==> src/besm_pkg.sv <==
package besm_pkg;

    // ----------------------------------------
    // Bus and register widths
    // ----------------------------------------
    localparam int DATA_W = 64;             // Y and D buses
    localparam int RR_W   = 32;             // Mode register
    localparam int MR_W   = 32;             // Modifier register
    localparam int MN_W   = 5;              // Modifier number, top half privileged

    // Mode word bit positions
    localparam int RR_NORMB  = 0;           // Normalization block
    localparam int RR_RNDB   = 1;           // Rounding block
    localparam int RR_GRP    = 2;           // Group field, bits 4..2
    localparam int RR_OVRIB  = 5;           // Overflow interrupt block
    localparam int RR_BNB    = 10;          // Range check block
    localparam int RR_OVRFTB = 11;          // Field overflow check block
    localparam int RR_DRG    = 12;          // Dispatcher mode
    localparam int RR_NOINTR = 17;          // Interrupt mask
    localparam int RR_CEMLRG = 19;          // Spare emulation bit
    localparam int RR_INTSTP = 21;          // Stop on interrupt
    localparam int RR_CB     = 27;          // Address changed by reg 16
    localparam int RR_RCB    = 28;          // Right command flag
    localparam int RR_JMP    = 29;          // Jump command flag

    // ----------------------------------------
    // Microinstruction encodings
    // ----------------------------------------
    typedef enum logic [3:0] {
        YDST_NONE  = 4'd0,
        YDST_MODGN = 4'd1,                  // Group register
        YDST_RR    = 4'd3,                  // Mode register
        YDST_UREG  = 4'd8                   // Effective address register
    } ydst_e;

    typedef enum logic [3:0] {
        DSRC_NONE  = 4'd0,
        DSRC_MODGN = 4'd1,                  // Group word, bit 10 set
        DSRC_RR    = 4'd3,
        DSRC_UREG  = 4'd8
    } dsrc_e;

    typedef enum logic [4:0] {
        FF_LOGGRP = 5'd1,
        FF_MULGRP = 5'd2,
        FF_ADDGRP = 5'd3,
        FF_SETC   = 5'd5,
        FF_CLRRCB = 5'd6,
        FF_SETRCB = 5'd7,
        FF_CLRJMP = 5'd8,
        FF_SETJMP = 5'd9,
        FF_SETEI  = 5'd10,                  // Clears the interrupt mask
        FF_CLREI  = 5'd11,                  // Sets the interrupt mask
        FF_CLRTR0 = 5'd12,
        FF_SETTR0 = 5'd13,
        FF_CLRTR1 = 5'd14,
        FF_SETTR1 = 5'd15,
        FF_CLRTKK = 5'd18,
        FF_SETTKK = 5'd19,
        FF_SETNR  = 5'd20,                  // Native mode
        FF_SETER  = 5'd22,                  // Emulation mode
        FF_CHTKK  = 5'd23                   // Toggle TKK
    } ffcnt_e;

    typedef enum logic [4:0] {
        COND_YES    = 5'd0,
        COND_NORMB  = 5'd1,
        COND_RNDB   = 5'd2,
        COND_OVRIB  = 5'd3,
        COND_BNB    = 5'd4,
        COND_OVRFTB = 5'd5,
        COND_DRG    = 5'd6,
        COND_EMLRG  = 5'd7,
        COND_RCB    = 5'd8,
        COND_CB     = 5'd9,
        COND_CEMLRG = 5'd10,
        COND_CT     = 5'd11,
        COND_TR1    = 5'd12,
        COND_INTSTP = 5'd13,
        COND_IR15   = 5'd14,
        COND_TKK    = 5'd15,
        COND_TR0    = 5'd22
    } cond_e;

    typedef enum logic [1:0] {
        MNSA_UREG = 2'd0,                   // UREG low bits
        MNSA_IRA  = 2'd1,                   // Instruction modifier field
        MNSA_MP   = 2'd3                    // Inverted microinstruction field
    } mnsa_e;

    // ----------------------------------------
    // Bundles
    // ----------------------------------------
    typedef struct packed {
        ydst_e           ydst;
        dsrc_e           dsrc;
        ffcnt_e          ffcnt;
        logic            iomp;              // Flag decoder off
        logic            ise;               // TKK into RCB
        logic            clrcd;             // Clear CB
        cond_e           cond;
        logic            icc;               // Condition polarity
        mnsa_e           mnsa;
        logic [MN_W-1:0] modnm;
        logic            csm;               // Modifier memory access
        logic            wem;               // Modifier memory write
        logic            mod;               // Privileged access
    } uop_t;

    typedef struct packed {
        logic [RR_W-1:0] rr;                // Mode word
        logic            tr0;
        logic            tr1;
        logic            tkk;
        logic            besm6_mode;
    } mode_flags_t;

endpackage

==> src/d_cond_select.sv <==
`timescale 1ns/100ps

module d_cond_select #(
    parameter int GRP_W = 5                         // Group register bits
) (
    input  besm_pkg::dsrc_e             i_dsrc,     // D source
    input  besm_pkg::cond_e             i_cond,     // Tested condition
    input  logic                        i_icc,      // Condition polarity
    input  besm_pkg::mode_flags_t       i_flags,
    input  logic [GRP_W-1:0]            i_group,
    input  logic [besm_pkg::MR_W-1:0]   i_ureg,
    input  logic [besm_pkg::MR_W-1:0]   i_mr_read,
    input  logic                        i_mr_sel,   // Modifier read cycle
    output logic [besm_pkg::DATA_W-1:0] o_d,        // D bus
    output logic                        o_cond      // To sequencer
);

    localparam int DW = besm_pkg::DATA_W;

    logic [DW-1:0] grp_word;                        // Bit 10 flags the group word
    logic          cond_sel;

    // ----------------------------------------
    // D bus
    // ----------------------------------------
    always_comb begin
        grp_word             = '0;
        grp_word[10]         = 1'b1;
        grp_word[5 +: GRP_W] = i_group;
    end

    always_comb begin
        case (i_dsrc)
            besm_pkg::DSRC_MODGN: o_d = grp_word;
            besm_pkg::DSRC_RR:    o_d = DW'(i_flags.rr);
            besm_pkg::DSRC_UREG:  o_d = DW'(i_ureg);
            default:              o_d = i_mr_sel ? DW'(i_mr_read) : '0;
        endcase
    end

    // ----------------------------------------
    // Condition multiplexer
    // ----------------------------------------
    always_comb begin
        case (i_cond)
            besm_pkg::COND_NORMB:  cond_sel = i_flags.rr[besm_pkg::RR_NORMB];
            besm_pkg::COND_RNDB:   cond_sel = i_flags.rr[besm_pkg::RR_RNDB];
            besm_pkg::COND_OVRIB:  cond_sel = i_flags.rr[besm_pkg::RR_OVRIB];
            besm_pkg::COND_BNB:    cond_sel = i_flags.rr[besm_pkg::RR_BNB];
            besm_pkg::COND_OVRFTB: cond_sel = i_flags.rr[besm_pkg::RR_OVRFTB];
            besm_pkg::COND_DRG:    cond_sel = i_flags.rr[besm_pkg::RR_DRG];
            besm_pkg::COND_EMLRG:  cond_sel = i_flags.besm6_mode;
            besm_pkg::COND_RCB:    cond_sel = i_flags.rr[besm_pkg::RR_RCB];
            besm_pkg::COND_CB:     cond_sel = i_flags.rr[besm_pkg::RR_CB];
            besm_pkg::COND_CEMLRG: cond_sel = i_flags.rr[besm_pkg::RR_CEMLRG];
            besm_pkg::COND_TR1:    cond_sel = i_flags.tr1;
            besm_pkg::COND_INTSTP: cond_sel = i_flags.rr[besm_pkg::RR_INTSTP];
            besm_pkg::COND_TKK:    cond_sel = i_flags.tkk;
            besm_pkg::COND_TR0:    cond_sel = i_flags.tr0;
            default:               cond_sel = 1'b1;   // YES, CT, IR15 and spares
        endcase
    end

    assign o_cond = i_icc ? cond_sel : ~cond_sel;   // Low icc inverts

    always_comb begin
        a_dsrc_named : assert final (i_dsrc inside {besm_pkg::DSRC_NONE,
            besm_pkg::DSRC_MODGN, besm_pkg::DSRC_RR, besm_pkg::DSRC_UREG})
            else $error("d_cond_select: unnamed D source %0d", i_dsrc);
    end

endmodule

==> config.mk <==
export PLATFORM = sky130hd
export DESIGN_NAME = d_cond_select
export DESIGN_NICKNAME = d
export VERILOG_FILES = /design/src/besm_pkg.sv /design/src/d_cond_select.sv
export SDC_FILE = /design/constraint.sdc
export NUM_CORES = 1
export LEC_CHECK = 0
export BUFFER_PORTS_ARGS = -buffer_cell sky130_fd_sc_hd__buf_2
export CORE_AREA = 2 2 71 73
export DETAILED_ROUTE_END_ITERATION = 10
export DIE_AREA = 0 0 73 75
export PLACE_DENSITY = 0.69
export SLEW_MARGIN = 40
export SYNTH_ARGS = -nofsm -noshare
export SYNTH_HDL_FRONTEND = slang
export SYNTH_SLANG_ARGS = --single-unit
export TNS_END_PERCENT = 100
==> constraint.sdc <==
create_clock -name vclk -period 2.15
set_input_delay 0.43 -clock vclk [all_inputs]
set_output_delay 0.43 -clock vclk [all_outputs]
set_load 0.01 [all_outputs]
==> impl_metrics.toml <==
[synthesis]
yosys.area.top_type = "a222oi_1"
synth_top_area_share = 0.238
synth_area_leaders = "a222oi_1 (24%), buf_4 (22%), inv_1 (9.3%), mux2i_1 (7.3%), a221o_1 (4.6%)"
synth_warnings = 0
synthesis.area_um2 = 1090
yosysSeqAreaShare = 0
syn_avg_cell_area_um2 = 7.15
synth_cell_types = 35
postSynthCellCount = 153

[timing]
drv_slew = 0
post-route-period-util = 1.04
setup_slack_ns = -0.0864
hold_viol_final = 0
rsz0062_at_grt = "yes"
setup_viol = 19
holdWs_ns = 1.12
clock.fmax_ghz = 0.447
finalCriticalPeriod_ns = 2.24

[hold_path]
min_from = "i_icc"
hold_depth = 3
holdCritPathClass = "input port to output port"
min_to = "o_cond"

[finish]
flops_and_latches = 0
diodes = 0
layout-drive-gt1-share = 0.576
num-fill-cells = 472
final_nets = 429
regArea_um2 = 0
clockBufferCount = 0
mostFrequentLayoutCell = "buf_2"
area_growth_pct = 85.0
multi_input_area_um2 = 822
mostFrequentLayoutCells = "buf_2 (143), conb_1 (32), inv_1 (27), a222oi_1 (26), buf_4 (14)"
instances_no_fill = 365

[global_routing]
grt_overflow = 0
grt_pass1_vias = 1442
grt_pass1_wl_um = 7020
grt_max_degree = 32
antenna_found_initial = 0
track_usage = 0.160

[critical_path]
cp-end-kind = "output port"
worst-setup-path-type = "input port to output port"
path_buf_inv = 5
critPathLaunchType = "input port"
arrival_ns = 1.81
crit_slowest_cell = "a222oi_1"
slowest_delay_ns = 0.30
cp_data_required_time_ns = 1.72
cp_max_fo = 7
crit_chain = "buf_8, nor3b_4, nor2_1, o21a_2, buf_4, buf_6, a222oi_1, inv_1, buf_2"
crit_family = "buffers and inverters"

[placed_design]
port_buffers = 149
dpl.cell_count = 358
place_hpwl_um = 3820
gp_congestion = 0.912

[power_and_ir_drop]
powerDensity_nw_per_um2 = 204
ir_worst_vdd_v = 0.0000865
leakagePower_nw = 1.28
p_total_mw = 0.413

[run_status]
outcome = "complete, but fails checks"
violations = "setup timing"

[route]
drtIter0Drc = 170
vias = 1746
postRouteWirelength_um = 5340
drc_errors = 0
viasPerCell = 4.78
drt-pass1-iter-count = 6
antenna_left = 0
wl_per_cell_um = 14.6

[floorplan]
start_util = 0.235
die-area_um2 = 5480
fp.dieH_um = 75
die_w_um = 73
rows = 25
coreArea_um2 = 4660
ioPinCount = 181

[run]
maxCapViolCount = 0
metal layers:
metal	up-vias	track usage	routed length, um
li1	842	-	-
met1	788	0.212	2100
met2	108	0.285	2780
met3	8	0.0134	380
met4	0	0.0267	80
met5	-	0	0
cells in the mapped netlist (all sizes together) (2+ instances only):
| cell | n |
|---|---|
| buf | 41 |
| inv | 27 |
| a222oi | 26 |
| nor2 | 9 |
| mux2i | 8 |
| a221o | 5 |
| a21oi | 3 |
| clkbuf | 3 |
| nand2 | 3 |
| nor2b | 3 |
| nor3b | 3 |
| mux2 | 2 |
| nand4b | 2 |
| o21ai | 2 |
where the power goes:
group          internal [mW]  switching (mW)  leakage, nW
clock network              0               0            0
registers                  0               0            0
logic                  0.218           0.194         1.28
total                  0.218           0.194         1.28
per-stage QoR:
stage	utilization	setup TNS, ns	setup WS [ns]	area [um^2]
floorplan	-	0	0.0843	1210
global placement	0.395	-8.70	-0.344	1840
detailed placement	0.397	-1.75	-0.111	1850
CTS	0.412	-0.101	-0.0643	1920
global route	0.434	-3.85	-0.200	2020
finish	0.434	-0.663	-0.0864	2020
area by class of cell:
| type | count | area share |
|---|---|---|
| timing repair buffer | 170 | 0.510 |
| multi-input combinational | 114 | 0.406 |
| tap | 54 | 0.0334 |
| inverter | 27 | 0.0501 |
logic make-up after synthesis:
kind of cell	synth area share
AOI/OAI and AO/OA	0.349
xor gates and xnor gates	0.00801
other	0.00343
and+or+nand+nor	0.158
buffers and inverters	0.388
muxes	0.0938
worst max-delay path by stage:
stage | endpoint | startpoint | cells past startpoint | slack, ns
2_1_floorplan | o_cond | i_cond[2] | 6 | 0.08
3_3_place_gp | o_d[23] | i_dsrc[0] | 7 | -0.34
3_5_place_dp | o_cond | i_cond[3] | 7 | -0.11
4_1_cts | o_cond | i_cond[1] | 7 | -0.06
5_1_grt | o_d[31] | i_dsrc[0] | 8 | -0.20
6_report | o_d[29] | i_dsrc[0] | 9 | -0.09
timing repair:
action / 4_1_cts / 5_1_grt
endpoints found under the setup margin: 28 / 31
pin swaps: 26 / 18
hold buffers: 0 / 0
setup buffers: 1 / 2
gates resized for setup: 8 / 7
gates cloned: 2 / 3
Note: power is estimated with default switching activity, not from simulation.
