--- src/besm_pkg.sv ---
package besm_pkg;

    // ----------------------------------------
    // Bus and register widths
    // ----------------------------------------
    localparam int DATA_W = 64;             // Y and D buses
    localparam int RR_W   = 32;             // Mode register
    localparam int MR_W   = 32;             // Modifier register
    localparam int MN_W   = 5;              // Modifier number, top half privileged

    // Mode word bit positions
    localparam int RR_NORMB  = 0;           // Normalization block
    localparam int RR_RNDB   = 1;           // Rounding block
    localparam int RR_GRP    = 2;           // Group field, bits 4..2
    localparam int RR_OVRIB  = 5;           // Overflow interrupt block
    localparam int RR_BNB    = 10;          // Range check block
    localparam int RR_OVRFTB = 11;          // Field overflow check block
    localparam int RR_DRG    = 12;          // Dispatcher mode
    localparam int RR_NOINTR = 17;          // Interrupt mask
    localparam int RR_CEMLRG = 19;          // Spare emulation bit
    localparam int RR_INTSTP = 21;          // Stop on interrupt
    localparam int RR_CB     = 27;          // Address changed by reg 16
    localparam int RR_RCB    = 28;          // Right command flag
    localparam int RR_JMP    = 29;          // Jump command flag

    // ----------------------------------------
    // Microinstruction encodings
    // ----------------------------------------
    typedef enum logic [3:0] {
        YDST_NONE  = 4'd0,
        YDST_MODGN = 4'd1,                  // Group register
        YDST_RR    = 4'd3,                  // Mode register
        YDST_UREG  = 4'd8                   // Effective address register
    } ydst_e;

    typedef enum logic [3:0] {
        DSRC_NONE  = 4'd0,
        DSRC_MODGN = 4'd1,                  // Group word, bit 10 set
        DSRC_RR    = 4'd3,
        DSRC_UREG  = 4'd8
    } dsrc_e;

    typedef enum logic [4:0] {
        FF_LOGGRP = 5'd1,
        FF_MULGRP = 5'd2,
        FF_ADDGRP = 5'd3,
        FF_SETC   = 5'd5,
        FF_CLRRCB = 5'd6,
        FF_SETRCB = 5'd7,
        FF_CLRJMP = 5'd8,
        FF_SETJMP = 5'd9,
        FF_SETEI  = 5'd10,                  // Clears the interrupt mask
        FF_CLREI  = 5'd11,                  // Sets the interrupt mask
        FF_CLRTR0 = 5'd12,
        FF_SETTR0 = 5'd13,
        FF_CLRTR1 = 5'd14,
        FF_SETTR1 = 5'd15,
        FF_CLRTKK = 5'd18,
        FF_SETTKK = 5'd19,
        FF_SETNR  = 5'd20,                  // Native mode
        FF_SETER  = 5'd22,                  // Emulation mode
        FF_CHTKK  = 5'd23                   // Toggle TKK
    } ffcnt_e;

    typedef enum logic [4:0] {
        COND_YES    = 5'd0,
        COND_NORMB  = 5'd1,
        COND_RNDB   = 5'd2,
        COND_OVRIB  = 5'd3,
        COND_BNB    = 5'd4,
        COND_OVRFTB = 5'd5,
        COND_DRG    = 5'd6,
        COND_EMLRG  = 5'd7,
        COND_RCB    = 5'd8,
        COND_CB     = 5'd9,
        COND_CEMLRG = 5'd10,
        COND_CT     = 5'd11,
        COND_TR1    = 5'd12,
        COND_INTSTP = 5'd13,
        COND_IR15   = 5'd14,
        COND_TKK    = 5'd15,
        COND_TR0    = 5'd22
    } cond_e;

    typedef enum logic [1:0] {
        MNSA_UREG = 2'd0,                   // UREG low bits
        MNSA_IRA  = 2'd1,                   // Instruction modifier field
        MNSA_MP   = 2'd3                    // Inverted microinstruction field
    } mnsa_e;

    // ----------------------------------------
    // Bundles
    // ----------------------------------------
    typedef struct packed {
        ydst_e           ydst;
        dsrc_e           dsrc;
        ffcnt_e          ffcnt;
        logic            iomp;              // Flag decoder off
        logic            ise;               // TKK into RCB
        logic            clrcd;             // Clear CB
        cond_e           cond;
        logic            icc;               // Condition polarity
        mnsa_e           mnsa;
        logic [MN_W-1:0] modnm;
        logic            csm;               // Modifier memory access
        logic            wem;               // Modifier memory write
        logic            mod;               // Privileged access
    } uop_t;

    typedef struct packed {
        logic [RR_W-1:0] rr;                // Mode word
        logic            tr0;
        logic            tr1;
        logic            tkk;
        logic            besm6_mode;
    } mode_flags_t;

endpackage

--- src/mode_reg.sv ---
`timescale 1ns/100ps

module mode_reg (
    input  logic                        clk,
    input  logic                        reset,
    input  logic [besm_pkg::DATA_W-1:0] i_y,        // Y bus
    input  besm_pkg::ydst_e             i_ydst,     // Y destination
    input  besm_pkg::ffcnt_e            i_ffcnt,    // Flag operation
    input  logic                        i_iomp,     // Flag decoder off
    input  logic                        i_ise,      // Copy TKK into RCB
    input  logic                        i_clrcd,    // Clear CB from D device
    output besm_pkg::mode_flags_t       o_flags
);

    logic [besm_pkg::RR_W-1:0] rr;                  // Mode word
    logic                      tr0;                 // Microprogram flag 0
    logic                      tr1;                 // Microprogram flag 1
    logic                      tkk;                 // Standardizer right half
    logic                      besm6_mode;          // Emulation mode

    // ----------------------------------------
    // Mode word and flag triggers
    // ----------------------------------------
    // Later assignments win, so flag ops override the Y load
    always_ff @(posedge clk) begin
        if (reset) begin
            rr         <= '0;
            tr0        <= 1'b0;
            tr1        <= 1'b0;
            tkk        <= 1'b0;
            besm6_mode <= 1'b0;
        end else begin
            if (i_ydst == besm_pkg::YDST_RR)
                rr <= i_y[besm_pkg::RR_W-1:0];      // Full word load
            if (!i_iomp) begin
                case (i_ffcnt)
                    besm_pkg::FF_LOGGRP: rr[besm_pkg::RR_GRP +: 3] <= 3'b001;
                    besm_pkg::FF_MULGRP: rr[besm_pkg::RR_GRP +: 3] <= 3'b010;
                    besm_pkg::FF_ADDGRP: rr[besm_pkg::RR_GRP +: 3] <= 3'b100;
                    besm_pkg::FF_SETC:   rr[besm_pkg::RR_CB] <= 1'b1;
                    besm_pkg::FF_CLRRCB: rr[besm_pkg::RR_RCB] <= 1'b0;
                    besm_pkg::FF_SETRCB: rr[besm_pkg::RR_RCB] <= 1'b1;
                    besm_pkg::FF_CLRJMP: rr[besm_pkg::RR_JMP] <= 1'b0;
                    besm_pkg::FF_SETJMP: rr[besm_pkg::RR_JMP] <= 1'b1;
                    besm_pkg::FF_SETEI:  rr[besm_pkg::RR_NOINTR] <= 1'b0;  // Enable ints
                    besm_pkg::FF_CLREI:  rr[besm_pkg::RR_NOINTR] <= 1'b1;  // Mask ints
                    besm_pkg::FF_CLRTR0: tr0 <= 1'b0;
                    besm_pkg::FF_SETTR0: tr0 <= 1'b1;
                    besm_pkg::FF_CLRTR1: tr1 <= 1'b0;
                    besm_pkg::FF_SETTR1: tr1 <= 1'b1;
                    besm_pkg::FF_CLRTKK: tkk <= 1'b0;
                    besm_pkg::FF_SETTKK: tkk <= 1'b1;
                    besm_pkg::FF_SETNR:  besm6_mode <= 1'b0;
                    besm_pkg::FF_SETER:  besm6_mode <= 1'b1;
                    besm_pkg::FF_CHTKK:  tkk <= ~tkk;   // Counting mode
                    default: ;                          // Timer, halt, int codes
                endcase
            end

            // CB clear path from the D device beats SETC
            if (i_clrcd)
                rr[besm_pkg::RR_CB] <= 1'b0;

            // RCB takes old TKK, ahead of CLRRCB/SETRCB
            if (i_ise)
                rr[besm_pkg::RR_RCB] <= tkk;
        end
    end

    assign o_flags.rr         = rr;
    assign o_flags.tr0        = tr0;
    assign o_flags.tr1        = tr1;
    assign o_flags.tkk        = tkk;
    assign o_flags.besm6_mode = besm6_mode;

    // Group code leaves exactly one group bit set
    a_grp_onehot : assert property (@(posedge clk) disable iff (reset)
        (!i_iomp && i_ffcnt inside {besm_pkg::FF_LOGGRP, besm_pkg::FF_MULGRP,
                                    besm_pkg::FF_ADDGRP})
        |=> $onehot(rr[besm_pkg::RR_GRP +: 3]))
        else $error("mode_reg: group field not one-hot after group code");

endmodule

--- config.mk ---
export PLATFORM = sky130hd
export DESIGN_NAME = mode_reg
export DESIGN_NICKNAME = d
export VERILOG_FILES = /design/src/besm_pkg.sv /design/src/mode_reg.sv
export SDC_FILE = /design/constraint.sdc
export NUM_CORES = 1
export LEC_CHECK = 0
export BUFFER_PORTS_ARGS = -buffer_cell sky130_fd_sc_hd__buf_4
export CORE_ASPECT_RATIO = 0.75
export CORE_UTILIZATION = 41
export CTS_BUF_LIST = sky130_fd_sc_hd__clkbuf_2 sky130_fd_sc_hd__clkbuf_4 sky130_fd_sc_hd__clkbuf_8
export CTS_CLUSTER_SIZE = 20
export DETAILED_ROUTE_END_ITERATION = 8
export PLACE_DENSITY = 0.83
export SETUP_SLACK_MARGIN = 0.5
export SLEW_MARGIN = 30
export SYNTH_ARGS = -nofsm -noshare
export SYNTH_HDL_FRONTEND = slang
export SYNTH_SLANG_ARGS = --single-unit
--- constraint.sdc ---
create_clock -name clk -period 1.45 [get_ports clk]
set_clock_uncertainty 0.05 [all_clocks]
set_input_delay 0.29 -clock clk [delete_from_list [all_inputs] [get_ports clk]]
set_output_delay 0.29 -clock clk [all_outputs]
set_load 0.02 [all_outputs]
==> metrics.cfg <==
[drt]
antenna_violating_nets_post_route=0
drc=0
drt-initial-drc-count=56
vias=1645
drt-wirelength-per-cell_um=12.7
totalWireLength_um=4270
firstDrtPassIters=4
via_per_inst=4.91

[logic_synthesis]
async_flop_share_pct=0
muxShareOfSynthArea_pct=2.82
yosys.cell_count.top_type=nand2_1
synth-edff-count=0
ys_seq_area_share_pct=47.8
syn-instance-count=187
synth_top_area_share_pct=47.8
netlist_top_cells_area=dfxtp_1 (48%), nand2_1 (15%), a21oi_1 (9.3%)
ys_types=33
synthAdderAreaFrac_pct=0
synth_compound_area_share_pct=17.6
yosysTopAreaCell=dfxtp_1
synthTopCellsByCount=nand2_1 (61), dfxtp_1 (36), a21oi_1 (28), clkbuf_1 (8), o21ai_0 (5)
syn_area_um2=1510
syn_nets=265
synth_top_family_by_area=simple AND/OR/NAND/NOR gates
ys_seq_elements=36
synth_simple_gate_area_share_pct=25.4
synth_ff_type=dfxtp_1
yosysWarnings=0
synth_xor_area_share_pct=0
postSynthAreaPerCell_um2=8.06

[final_layout]
drive_gt1_share_pct=57.5
multi_input_area_um2=751
fillers=233
num_antenna_cells=0
fin_nets=362
layout-area-overhead-vs-synth_pct=80.3
final_core_util_pct=79.9
regArea_um2=766

[floorplan]
fp.coreArea_um2=3400
dieWidth_um=72.0
start_util_pct=44.3
num_rows=18
io_pins=114
fp.dieArea_um2=3920
die_y_um=54.5

[timing]
maxSlewHeadroom_pct=74.1
whs_ns=0.112
period_needed_ns=1.23
finalSetupTns_ns=0
period_share_pct=85.0
setup_viol=0
drv_slew=0
finalHoldViolations=0
rsz0062_at_grt=true
fmax_ghz=0.812
worstMarginPinSlew_ns=0.389
setup_ws_ns=0.218

[worst_hold_path]
hold_class=in -> reg
hold_start=i_clrcd

[pwr]
peakVddDrop_mv=0.547
power_density_nw_per_um2=853
p_leak_nw=1.16

[place]
pre_cts_ws_ns=-0.142
place_hpwl_um=2830
io_buffers=81
routabilityCongestion=0.790

[clock_network]
cts.sinks=36
cts_tree=built
clockBufferDepth=2
root_buffer=clkbuf_8
cts_buffers=5
clk_pin_slew_worst_paths_ns=0.07
worstSkewPairLatency_ns=0.27
h-tree-depth=2

[grt]
grt_pass1_vias=1457
grt_antenna_before_repair=0
grt_max_degree=36
grt_remaining_overflow=0
grt_pass1_wl_um=6470
grtUsageTotal_pct=21.8

[critical_path]
worstReg2RegStart=tkk
cp_max_fo=3
worstPathArrival_ns=1.35
cp-startpoint=i_ydst[2]
ff2ff_setup_slack_ns=0.47
crit_type=in -> reg
cp.required_ns=1.57
start_kind=input port
end_kind=register

[job]
max_cap_viol_count=0

[run_status]
status=completed

[worst max-delay path, cell delays in order]
cell and delay [ns]:
buf_6 0.10, nor4bb_4 0.30, buf_4 0.18, mux2_4 0.29, o211a_1 0.20
[cell families after synthesis]
logic type / after synthesis
AOI/OAI and AO/OA: 45
muxes: 4
buffers and inverters: 20
DFF: 36
and+or+nand+nor: 82
[layout by cell type, fill, tap and decap left out, drive strengths merged, types with 2 or more instances in the layout]
cell	n
nor2	2
a32oi	2
nor4bb	2
a21oi	28
o21ai	5
nand2	61
mux2	2
nand4bb	2
nor3	2
o211a	2
dfxtp	36
nor3b	3
mux2i	2
inv	3
nand3	2
a311oi	2
buf	107
nor2b	2
clkbuf	7
[what timing repair did]
item                                   in CTS  in global routing
pin swaps                                   8                 12
gates cloned                                1                  0
endpoints found under the hold margin       0                  0
buffers inserted                            7                  5
setup endpoints to repair                  72                 72
resized for setup                          85                  8
hold buffers                                0                  0
[flip-flops by register name, indices dropped and copies added (netlist names)]
name / count
rr: 32
besm6_mode: 1
tkk: 1
tr0: 1
tr1: 1
[metal layers]
metal  global-route usage [%]  routed length, um  up-vias
met5                        0                  0        -
met4                     2.94                 13        0
met3                     7.73                283        2
met2                     38.8               2120       57
met1                     26.4               1860      760
li1                         -                  -      826
[worst paths after layout]
| path | to | cells past startpoint |
|---|---|---|
| max | rr[2] | 5 |
| min | rr[27] | 2 |
| max reg2reg | tkk | 3 |
| min reg2reg | rr[24] | 2 |
[report_power, final]
part	leakage (nW)	internal [mW]	switching, mW	total, mW
sequential	0.309	1.02	0.0158	1.03
combinational	0.784	0.198	0.145	0.344
clock	0.0645	0.607	0.337	0.944
[cell type report]
class                      count  share of cell area, %
inverter                       3                  0.415
multi-input combinational    131                   27.6
sequential                    36                   28.2
clock buffer                   7                   3.55
tap                           50                   2.30
timing repair buffer         107                   36.8
clock inverter                 1                   1.11
[through the flow]
step | cells | area [um2] | power, mW
6_report | 335 | 2720 | 2.32
5_1_grt | 335 | 2720 | 2.41
4_1_cts | 330 | 2660 | 2.32
3_5_place_dp | 314 | 2220 | 1.34
3_3_place_gp | 314 | 2220 | 1.34
2_1_floorplan | 187 | 1530 | 1.17
Note: power is estimated with default switching activity, not from simulation.
